## config.mk

```make
export PLATFORM = sky130hd
export DESIGN_NAME = riscvCore
export DESIGN_NICKNAME = d
export VERILOG_FILES = /design/src/hdl/riscvPkg.sv /design/src/hdl/ctrlIf.sv /design/src/hdl/controlUnit.sv /design/src/hdl/aluDecoder.sv /design/src/hdl/alu.sv /design/src/hdl/regFile.sv /design/src/hdl/immGen.sv /design/src/hdl/pcUnit.sv /design/src/hdl/riscvCore.sv
export SDC_FILE = /design/constraint.sdc
export NUM_CORES = 2
export LEC_CHECK = 0
export BUFFER_PORTS_ARGS = -buffer_cell sky130_fd_sc_hd__buf_2
export CAP_MARGIN = 10
export CORE_AREA = 8 8 386 294
export DETAILED_ROUTE_END_ITERATION = 8
export DIE_AREA = 0 0 394 302
export PLACE_DENSITY_LB_ADDON = 0.08
export SYNTH_ARGS = -nofsm -noshare
export SYNTH_HDL_FRONTEND = slang
export SYNTH_SLANG_ARGS = --single-unit
```

## constraint.sdc

```tcl
create_clock -name clk -period 11.7 [get_ports clk]
set_input_delay 0 -clock clk [delete_from_list [all_inputs] [get_ports clk]]
set_output_delay 0 -clock clk [all_outputs]
set_load 0.01 [all_outputs]
```

## src/hdl/riscvPkg.sv

```systemverilog
`default_nettype none

package riscvPkg;

    localparam int xlen = 32; // data path width

    // opcodes, bits 6:0 of the instruction
    localparam logic [6:0] opRType  = 7'b0110011;
    localparam logic [6:0] opIType  = 7'b0010011;
    localparam logic [6:0] opLoad   = 7'b0000011;
    localparam logic [6:0] opStore  = 7'b0100011;
    localparam logic [6:0] opBranch = 7'b1100011;
    localparam logic [6:0] opJal    = 7'b1101111;
    localparam logic [6:0] opJalr   = 7'b1100111;
    localparam logic [6:0] opLui    = 7'b0110111;
    localparam logic [6:0] opAuipc  = 7'b0010111;

    // alu class from the main decoder
    localparam logic [2:0] classR      = 3'd0;
    localparam logic [2:0] classI      = 3'd1;
    localparam logic [2:0] classLoad   = 3'd2;
    localparam logic [2:0] classStore  = 3'd3;
    localparam logic [2:0] classBranch = 3'd4;
    localparam logic [2:0] classJump   = 3'd5; // jal and jalr
    localparam logic [2:0] classLui    = 3'd6;
    localparam logic [2:0] classAuipc  = 3'd7;

    localparam logic [3:0] aluAdd  = 4'd0;
    localparam logic [3:0] aluSub  = 4'd1;
    localparam logic [3:0] aluSll  = 4'd2;
    localparam logic [3:0] aluSlt  = 4'd3;
    localparam logic [3:0] aluSltu = 4'd4;
    localparam logic [3:0] aluXor  = 4'd5;
    localparam logic [3:0] aluSrl  = 4'd6;
    localparam logic [3:0] aluSra  = 4'd7;
    localparam logic [3:0] aluOr   = 4'd8;
    localparam logic [3:0] aluAnd  = 4'd9;

    localparam logic [2:0] immI = 3'd0;
    localparam logic [2:0] immS = 3'd1;
    localparam logic [2:0] immB = 3'd2;
    localparam logic [2:0] immU = 3'd3;
    localparam logic [2:0] immJ = 3'd4;

    localparam logic [1:0] resAlu     = 2'd0;
    localparam logic [1:0] resLoad    = 2'd1;
    localparam logic [1:0] resPcPlus4 = 2'd2; // link value
    localparam logic [1:0] resImm     = 2'd3; // lui

    localparam logic [1:0] pcSeq  = 2'b00;
    localparam logic [1:0] pcRel  = 2'b01; // branch taken, jal
    localparam logic [1:0] pcJalr = 2'b11;

    typedef union packed {
        struct packed {
            logic [6:0] funct7;
            logic [4:0] rs2;
            logic [4:0] rs1;
            logic [2:0] funct3;
            logic [4:0] rd;
            logic [6:0] opcode;
        } r;
        struct packed {
            logic [11:0] imm;
            logic [4:0]  rs1;
            logic [2:0]  funct3;
            logic [4:0]  rd;
            logic [6:0]  opcode;
        } i;
        struct packed {
            logic [6:0] immHi;
            logic [4:0] rs2;
            logic [4:0] rs1;
            logic [2:0] funct3;
            logic [4:0] immLo;
            logic [6:0] opcode;
        } s;
        struct packed {
            logic       imm12;
            logic [5:0] imm10to5;
            logic [4:0] rs2;
            logic [4:0] rs1;
            logic [2:0] funct3;
            logic [3:0] imm4to1;
            logic       imm11;
            logic [6:0] opcode;
        } b;
        struct packed {
            logic [19:0] imm;
            logic [4:0]  rd;
            logic [6:0]  opcode;
        } u;
        struct packed {
            logic       imm20;
            logic [9:0] imm10to1;
            logic       imm11;
            logic [7:0] imm19to12;
            logic [4:0] rd;
            logic [6:0] opcode;
        } j;
    } instrWord;

endpackage

`default_nettype wire

```

## src/hdl/ctrlIf.sv

```systemverilog
`default_nettype none

interface ctrlIf;
    logic [2:0] aluClass;  // coarse alu class
    logic       aluSrc;    // srcB from immediate
    logic [2:0] immFmt;
    logic [1:0] resultSrc;
    logic       regWrite;
    logic       memWrite;
    logic       aluASrcPc; // srcA from pc

    modport ctrl (
        output aluClass, aluSrc, immFmt, resultSrc, regWrite, memWrite, aluASrcPc
    );

    modport dp (
        input aluClass, aluSrc, immFmt, resultSrc, regWrite, memWrite, aluASrcPc
    );
endinterface

`default_nettype wire

```

## src/hdl/controlUnit.sv

```systemverilog
`default_nettype none

module controlUnit (
    input  logic [6:0] opcode,
    input  logic [2:0] funct3,
    input  logic       zeroFlag,
    input  logic       negativeFlag, // signed less
    input  logic       unsignedLess,
    input  logic       rstN,
    ctrlIf.ctrl        ctrl,
    output logic [1:0] pcSrc
);

    logic regWriteDec;
    logic memWriteDec;
    logic takeBranch;

    // branch condition from srcA - srcB flags
    always_comb begin
        case (funct3)
            3'b000:  takeBranch = zeroFlag;      // beq
            3'b001:  takeBranch = ~zeroFlag;     // bne
            3'b100:  takeBranch = negativeFlag;  // blt
            3'b101:  takeBranch = ~negativeFlag; // bge
            3'b110:  takeBranch = unsignedLess;  // bltu
            3'b111:  takeBranch = ~unsignedLess; // bgeu
            default: takeBranch = 1'b0;
        endcase
    end

    always_comb begin
        ctrl.aluClass  = riscvPkg::classR;
        ctrl.aluSrc    = 1'b0;
        ctrl.immFmt    = riscvPkg::immI;
        ctrl.resultSrc = riscvPkg::resAlu;
        ctrl.aluASrcPc = 1'b0;
        regWriteDec    = 1'b0;
        memWriteDec    = 1'b0;
        pcSrc          = riscvPkg::pcSeq;
        case (opcode)
            riscvPkg::opRType: begin
                regWriteDec = 1'b1; // rs1 op rs2
            end
            riscvPkg::opIType: begin
                ctrl.aluClass = riscvPkg::classI;
                ctrl.aluSrc   = 1'b1;
                regWriteDec   = 1'b1;
            end
            riscvPkg::opLoad: begin
                ctrl.aluClass  = riscvPkg::classLoad;
                ctrl.aluSrc    = 1'b1; // rs1 + offset
                ctrl.resultSrc = riscvPkg::resLoad;
                regWriteDec    = 1'b1;
            end
            riscvPkg::opStore: begin
                ctrl.aluClass = riscvPkg::classStore;
                ctrl.aluSrc   = 1'b1;
                ctrl.immFmt   = riscvPkg::immS;
                memWriteDec   = 1'b1;
            end
            riscvPkg::opBranch: begin
                ctrl.aluClass = riscvPkg::classBranch; // compares rs1 with rs2
                ctrl.immFmt   = riscvPkg::immB;
                pcSrc         = takeBranch ? riscvPkg::pcRel : riscvPkg::pcSeq;
            end
            riscvPkg::opJal: begin
                ctrl.aluClass  = riscvPkg::classJump;
                ctrl.aluSrc    = 1'b1;
                ctrl.aluASrcPc = 1'b1;
                ctrl.immFmt    = riscvPkg::immJ;
                ctrl.resultSrc = riscvPkg::resPcPlus4;
                regWriteDec    = 1'b1;
                pcSrc          = riscvPkg::pcRel;
            end
            riscvPkg::opJalr: begin
                ctrl.aluClass  = riscvPkg::classJump;
                ctrl.aluSrc    = 1'b1; // rs1 + imm is the target
                ctrl.resultSrc = riscvPkg::resPcPlus4;
                regWriteDec    = 1'b1;
                pcSrc          = riscvPkg::pcJalr;
            end
            riscvPkg::opLui: begin
                ctrl.aluClass  = riscvPkg::classLui;
                ctrl.aluSrc    = 1'b1;
                ctrl.immFmt    = riscvPkg::immU;
                ctrl.resultSrc = riscvPkg::resImm; // imm straight through
                regWriteDec    = 1'b1;
            end
            riscvPkg::opAuipc: begin
                ctrl.aluClass  = riscvPkg::classAuipc;
                ctrl.aluSrc    = 1'b1;
                ctrl.aluASrcPc = 1'b1; // pc + imm
                ctrl.immFmt    = riscvPkg::immU;
                regWriteDec    = 1'b1;
            end
            default: ; // unsupported opcodes act as nop
        endcase
    end

    // no state changes while held in reset
    assign ctrl.regWrite = regWriteDec & rstN;
    assign ctrl.memWrite = memWriteDec & rstN;

    always_comb begin
        assert (!(ctrl.regWrite && ctrl.memWrite))
            else $error("regWrite and memWrite both active, opcode %h", opcode);
    end

endmodule

`default_nettype wire

```

## src/hdl/aluDecoder.sv

```systemverilog
`default_nettype none

module aluDecoder (
    ctrlIf.dp          dp,
    input  logic [2:0] funct3,
    input  logic       funct7b5,
    input  logic       opBit5, // set for R-type only
    output logic [3:0] aluOp
);

    always_comb begin
        case (dp.aluClass)
            riscvPkg::classR, riscvPkg::classI: begin
                case (funct3)
                    // addi has no sub form, imm bit 5 is data
                    3'b000:  aluOp = (opBit5 & funct7b5) ? riscvPkg::aluSub : riscvPkg::aluAdd;
                    3'b001:  aluOp = riscvPkg::aluSll;
                    3'b010:  aluOp = riscvPkg::aluSlt;
                    3'b011:  aluOp = riscvPkg::aluSltu;
                    3'b100:  aluOp = riscvPkg::aluXor;
                    3'b101:  aluOp = funct7b5 ? riscvPkg::aluSra : riscvPkg::aluSrl;
                    3'b110:  aluOp = riscvPkg::aluOr;
                    default: aluOp = riscvPkg::aluAnd;
                endcase
            end
            riscvPkg::classBranch: begin
                aluOp = funct3[1] ? riscvPkg::aluSltu : riscvPkg::aluSub; // bltu/bgeu
            end
            default: aluOp = riscvPkg::aluAdd; // addresses, lui, auipc
        endcase
    end

endmodule

`default_nettype wire

```

## src/hdl/alu.sv

```systemverilog
`default_nettype none

module alu (
    input  logic [riscvPkg::xlen-1:0] srcA,
    input  logic [riscvPkg::xlen-1:0] srcB,
    input  logic [3:0]                aluOp,
    output logic [riscvPkg::xlen-1:0] result,
    output logic                      zeroFlag,
    output logic                      negativeFlag,
    output logic                      unsignedLess
);

    logic [riscvPkg::xlen:0] diff; // extra bit is the borrow
    logic                    overflow;
    logic [4:0]              shamt;

    assign diff     = {1'b0, srcA} - {1'b0, srcB};
    assign shamt    = srcB[4:0];
    // signed overflow on subtract
    assign overflow = (srcA[riscvPkg::xlen-1] != srcB[riscvPkg::xlen-1]) &&
                      (diff[riscvPkg::xlen-1] != srcA[riscvPkg::xlen-1]);

    assign zeroFlag     = (diff[riscvPkg::xlen-1:0] == '0);
    assign negativeFlag = diff[riscvPkg::xlen-1] ^ overflow; // signed a < b
    assign unsignedLess = diff[riscvPkg::xlen];              // borrow out

    always_comb begin
        case (aluOp)
            riscvPkg::aluAdd:  result = srcA + srcB;
            riscvPkg::aluSub:  result = diff[riscvPkg::xlen-1:0];
            riscvPkg::aluSll:  result = srcA << shamt;
            riscvPkg::aluSlt:  result = {{(riscvPkg::xlen-1){1'b0}}, negativeFlag};
            riscvPkg::aluSltu: result = {{(riscvPkg::xlen-1){1'b0}}, unsignedLess};
            riscvPkg::aluXor:  result = srcA ^ srcB;
            riscvPkg::aluSrl:  result = srcA >> shamt;
            riscvPkg::aluSra:  result = $unsigned($signed(srcA) >>> shamt);
            riscvPkg::aluOr:   result = srcA | srcB;
            riscvPkg::aluAnd:  result = srcA & srcB;
            default:           result = '0;
        endcase
    end

endmodule

`default_nettype wire

```

## src/hdl/regFile.sv

```systemverilog
`default_nettype none

module regFile (
    input  logic                      clk,
    input  logic                      rstN,
    input  logic [4:0]                rs1,
    input  logic [4:0]                rs2,
    input  logic [4:0]                rd,
    input  logic                      we,
    input  logic [riscvPkg::xlen-1:0] wdata,
    output logic [riscvPkg::xlen-1:0] rdata1,
    output logic [riscvPkg::xlen-1:0] rdata2
);

    logic [riscvPkg::xlen-1:0] regs [32];

    always_ff @(posedge clk or negedge rstN) begin
        if (!rstN) begin
            for (int idx = 0; idx < 32; idx++) begin
                regs[idx] <= '0;
            end
        end else if (we && rd != 5'd0) begin // x0 stays zero
            regs[rd] <= wdata;
        end
    end

    assign rdata1 = regs[rs1];
    assign rdata2 = regs[rs2];

    // x0 must read zero whatever was written before
    assert property (@(posedge clk) disable iff (!rstN) (rs1 == 5'd0) |-> (rdata1 == '0))
        else $error("x0 read on port 1 returned %h", rdata1);
    assert property (@(posedge clk) disable iff (!rstN) (rs2 == 5'd0) |-> (rdata2 == '0))
        else $error("x0 read on port 2 returned %h", rdata2);

endmodule

`default_nettype wire

```

## src/hdl/immGen.sv

```systemverilog
`default_nettype none

module immGen (
    input  riscvPkg::instrWord        instr,
    ctrlIf.dp                         dp,
    output logic [riscvPkg::xlen-1:0] imm
);

    always_comb begin
        case (dp.immFmt)
            riscvPkg::immI: imm = {{20{instr.i.imm[11]}}, instr.i.imm};
            riscvPkg::immS: imm = {{20{instr.s.immHi[6]}}, instr.s.immHi, instr.s.immLo};
            riscvPkg::immB: begin
                imm = {{19{instr.b.imm12}}, instr.b.imm12, instr.b.imm11,
                       instr.b.imm10to5, instr.b.imm4to1, 1'b0}; // halfword offset
            end
            riscvPkg::immU: imm = {instr.u.imm, 12'b0};
            riscvPkg::immJ: begin
                imm = {{11{instr.j.imm20}}, instr.j.imm20, instr.j.imm19to12,
                       instr.j.imm11, instr.j.imm10to1, 1'b0};
            end
            default: imm = '0;
        endcase
    end

endmodule

`default_nettype wire

```

## src/hdl/pcUnit.sv

```systemverilog
`default_nettype none

module pcUnit (
    input  logic                      clk,
    input  logic                      rstN,
    input  logic [1:0]                pcSrc,
    input  logic [riscvPkg::xlen-1:0] imm,
    input  logic [riscvPkg::xlen-1:0] jalrBase, // rs1 + imm from the alu
    output logic [riscvPkg::xlen-1:0] pc,
    output logic [riscvPkg::xlen-1:0] pcPlus4
);

    logic [riscvPkg::xlen-1:0] nextPc;

    assign pcPlus4 = pc + 32'd4;

    always_comb begin
        case (pcSrc)
            riscvPkg::pcRel:  nextPc = pc + imm;
            riscvPkg::pcJalr: nextPc = {jalrBase[riscvPkg::xlen-1:1], 1'b0}; // lsb dropped
            default:          nextPc = pcPlus4;
        endcase
    end

    always_ff @(posedge clk or negedge rstN) begin
        if (!rstN) begin
            pc <= '0;
        end else begin
            pc <= nextPc;
        end
    end

    // targets from branch, jal and jalr stay word aligned
    assert property (@(posedge clk) disable iff (!rstN) pc[1:0] == 2'b00)
        else $error("misaligned pc %h", pc);

endmodule

`default_nettype wire

```

## src/hdl/riscvCore.sv

```systemverilog
`default_nettype none

module riscvCore (
    input  logic        clk,
    input  logic        rstN,
    input  logic [31:0] imemData,
    input  logic [31:0] dmemRdata,
    output logic [31:0] imemAddr,
    output logic [31:0] dmemAddr,
    output logic [31:0] dmemWdata,
    output logic        dmemWe
);

    riscvPkg::instrWord        instr;
    logic [1:0]                pcSrc;
    logic [3:0]                aluOp;
    logic                      zeroFlag;
    logic                      negativeFlag;
    logic                      unsignedLess;
    logic [riscvPkg::xlen-1:0] pc;
    logic [riscvPkg::xlen-1:0] pcPlus4;
    logic [riscvPkg::xlen-1:0] imm;
    logic [riscvPkg::xlen-1:0] rdata1;
    logic [riscvPkg::xlen-1:0] rdata2;
    logic [riscvPkg::xlen-1:0] srcA;
    logic [riscvPkg::xlen-1:0] srcB;
    logic [riscvPkg::xlen-1:0] aluResult;
    logic [riscvPkg::xlen-1:0] result; // writeback value

    ctrlIf ctrlBus ();

    assign instr = imemData;

    controlUnit i_controlUnit (
        .opcode       (instr.r.opcode),
        .funct3       (instr.r.funct3),
        .zeroFlag     (zeroFlag),
        .negativeFlag (negativeFlag),
        .unsignedLess (unsignedLess),
        .rstN         (rstN),
        .ctrl         (ctrlBus.ctrl),
        .pcSrc        (pcSrc)
    );

    aluDecoder i_aluDecoder (
        .dp       (ctrlBus.dp),
        .funct3   (instr.r.funct3),
        .funct7b5 (instr.r.funct7[5]),
        .opBit5   (instr.r.opcode[5]),
        .aluOp    (aluOp)
    );

    regFile i_regFile (
        .clk    (clk),
        .rstN   (rstN),
        .rs1    (instr.r.rs1),
        .rs2    (instr.r.rs2),
        .rd     (instr.r.rd),
        .we     (ctrlBus.regWrite),
        .wdata  (result),
        .rdata1 (rdata1),
        .rdata2 (rdata2)
    );

    immGen i_immGen (
        .instr (instr),
        .dp    (ctrlBus.dp),
        .imm   (imm)
    );

    // operand muxes
    assign srcA = ctrlBus.aluASrcPc ? pc : rdata1;
    assign srcB = ctrlBus.aluSrc ? imm : rdata2;

    alu i_alu (
        .srcA         (srcA),
        .srcB         (srcB),
        .aluOp        (aluOp),
        .result       (aluResult),
        .zeroFlag     (zeroFlag),
        .negativeFlag (negativeFlag),
        .unsignedLess (unsignedLess)
    );

    pcUnit i_pcUnit (
        .clk      (clk),
        .rstN     (rstN),
        .pcSrc    (pcSrc),
        .imm      (imm),
        .jalrBase (aluResult),
        .pc       (pc),
        .pcPlus4  (pcPlus4)
    );

    always_comb begin
        case (ctrlBus.resultSrc)
            riscvPkg::resLoad:    result = dmemRdata;
            riscvPkg::resPcPlus4: result = pcPlus4; // link
            riscvPkg::resImm:     result = imm;
            default:              result = aluResult;
        endcase
    end

    assign imemAddr  = pc;
    assign dmemAddr  = aluResult; // rs1 + offset
    assign dmemWdata = rdata2;
    assign dmemWe    = ctrlBus.memWrite;

endmodule

`default_nettype wire

```

==> metrics.txt <==
# DRC=0; Layout fillers=8253; post-DR wirelength/cell=32.7 µm; CTS tree=done; WP data arrival=11.19 ns; post-route ant nets=0; power share of the combinational group=28.5%; Fin Hold WS=0.0454 ns; Ports=163; PD cells=144 nW/µm²; Global Route Usage Sum=44.4%; part of the power in registers=38.4%; worst slack, placed=1.01 ns; Synth Area in Compound Gates=17.8%; share of cells above drive strength 1=17.1%; fraction of synthesized area in multiplexers=24.0%; total gr overflow=0; adder-cell area share of the yosys netlist=2.49%; Buf/Inv on CP=0; Simple-Gate Fraction of Synth Area=10.8%; clock slew at reported path FFs=0.07 ns; post-layout min period=10.56 ns; register area=26400 µm²; CP endpoint kind=flip-flop; first-pass GRT wire length=396 mm; Setup TNS=0 ns; Hold WC Path Type=in -> reg; Slew Limit Fails=0; Clock Sinks=1056; Worst path slowest cell=nor4_1; EDFF count, synth=0; Die Span Y=302 µm; CP Class=reg -> reg; max incr delay on CP=0.71 ns; clock share of power=33.1%; Core ar.=108000 µm²; Resized Gates After CTS=0; Mapped Nets=7144; Post-CTS Hold Fix Bufs=22; initial antenna violation count=14; die area=119000 µm²; peak supply drop=0.000154 V; synthesized area=68000 µm²; crit-path max FO=24; Nets=6963; Ys Warns=0; buffer count from post-CTS setup fixing=0; Internal=6.80 mW; leak pwr=33.8 nW; Worst Setup Start Kind=flip-flop; setup violators final=0; RSZ-0062 raised after global routing=no; drt first-iter violations=8147; H-tree depth=3; clk root buf=clkbuf_16; CTS buffer count=102; cell count after synthesis=6945; synth unique cells=97; drt total wl=272 mm; combinational family with the most area after synthesis=multiplexers; Top delay family on crit path=compound AO/OA/AOI/OAI gates; Via density=7.27; clock insertion delay at the later pin of the skew report=0.76 ns; run status=complete, no violations; Setup WS post-layout=1.14 ns; clock buffer depth=3; asr flop ratio synth=100%; period utilisation layout=90.2%; Hold Violations, Final=0; P_sw=3.86 mW; Worst EP required=12.33 ns; largest net degree at the start of global routing=170; Max Cap Viol=0; area grow syn2layout=8.89%; Final GP Congestion=1.13; Initial DRT Pass Iterations=8; Final Power=10.7 mW; Multi-input gate area=38800 µm²; fmax=94.7 MHz; sequential fraction of the synthesis area=38.8%; total number of vias=60400; Layout Skew=0.0736 ns; Die W=394 µm; switch share=36.2%; dpl hpwl=178 mm; max_slew headroom=14.9%; site row count=105; vias in the first global route=57800; Post-Synth XOR/XNOR Area=1.12%; commonest register cell after synthesis=dfrtp_1; Seq cells post-synth=1056; Post-Syn Area per Cell=9.80 µm²; Port-buffer cells=162; Worst-Margin Slew=1.28 ns; Initial Util=63.1%
state kept, by name, indices dropped and copies added, names as in the netlist:
signal,count
i_pcUnit.pc,32
i_regFile.regs,1024
stage by stage:
stage / cell area [µm²] / util, % / instances
2_1_floorplan: 68000 / - / 6945
3_3_place_gp: 70200 / 65.1 / 8078
3_5_place_dp: 70200 / 65.1 / 8078
4_1_cts: 74000 / 68.6 / 8290
5_1_grt: 74100 / 68.7 / 8296
6_report: 74100 / 68.7 / 8310
logic make-up after synthesis:
kind of cell               Yosys count
AOI/OAI and AO/OA                 1934
and+or+nand+nor                   1701
xor gates and xnor gates            87
adders and majority gates          133
buffers and inverters              810
muxes                             1224
DFF                               1056
placed cells by master (no fill, tap or decap), types with 174 or more instances in the layout:
cell	synthesis	routed
dfrtp_1	1056	1056
nand2_1	1008	976
o21ai_0	855	847
mux2i_1	711	710
mux4_2	307	307
a22oi_1	286	283
nor2_1	236	227
mux2_2	203	203
a21oi_1	204	198
buf_4	14	174
cell usage after synthesis (all sizes together), types with 29 or more instances:
cell | count | share of area [%]
nand2 | 1009 | 5.6
a211oi | 29 | 0.33
a21oi | 204 | 1.5
dfrtp | 1056 | 39
xor2 | 32 | 0.41
a221oi | 36 | 0.49
ha | 129 | 2.4
nand3 | 168 | 1.2
o211ai | 34 | 0.38
mux4 | 307 | 10
and3 | 35 | 0.32
o21ai | 884 | 6.5
nor3 | 51 | 0.39
inv | 139 | 0.77
xnor2 | 55 | 0.71
buf | 197 | 1.5
nand4 | 47 | 0.43
nor2 | 238 | 1.3
o22ai | 45 | 0.41
clkbuf | 472 | 2.6
o31ai | 119 | 1.3
mux2i | 712 | 10
a22oi | 286 | 3.2
mux2 | 205 | 3.4
a21o | 56 | 0.62
layout make-up:
| cell class | instances | share of cell area, % |
|---|---|---|
| multi-input cells | 5079 | 52.4 |
| flip-flops and latches | 1056 | 35.7 |
| repair buffers | 384 | 3.95 |
| clock buffers | 138 | 3.86 |
| well taps | 1444 | 2.44 |
| clock inverters | 52 | 0.892 |
| inverters | 141 | 0.718 |
| diodes | 16 | 0.0540 |
power groups by stage:
stage | clock, mW | sequential [mW] | combinational (mW)
after floorplan | 0 | 4.00 | 1.85
final | 3.53 | 4.09 | 3.04
after CTS | 3.55 | 4.06 | 2.91
after detailed placement | 0 | 4.13 | 2.89
after global routing | 3.68 | 4.08 | 3.18
after global placement | 0 | 4.12 | 2.88
per-layer routing:
layer / track usage (%) / share of wire (%) / up-vias
li1: - / - / 25200
met1: 58.7 / 37 / 29900
met2: 62.6 / 41 / 4238
met3: 15.8 / 14 / 1029
met4: 27.5 / 7.4 / 8
met5: 0 / 0.020 / -
worst min-delay path, cell delays in order:
cell and delay, ns:
buf_2 0.09, a221o_1 0.15, o21ai_2 0.05, buf_4 0.22, o21ai_0 0.19
path summary, 6_finish.rpt:
kind                                                        from                                to  slack, ns  cells past startpoint
worst max-delay path             i_regFile.regs[773]$_DFFE_PN0P_         i_pcUnit.pc[27]$_DFF_PN0_       1.14                     27
worst min-delay path                               dmemRdata[16]   i_regFile.regs[112]$_DFFE_PN0P_       0.05                      5
worst max register to register   i_regFile.regs[773]$_DFFE_PN0P_         i_pcUnit.pc[27]$_DFF_PN0_       1.14                     27
worst min register to register  i_regFile.regs[1000]$_DFFE_PN0P_  i_regFile.regs[1000]$_DFFE_PN0P_       0.40                      0
max in group asynchronous                                   rstN  i_regFile.regs[1015]$_DFFE_PN0P_       7.21                      9
min in group asynchronous                                   rstN   i_regFile.regs[329]$_DFFE_PN0P_       0.51                      4
Power figures use the tool's default switching activity.
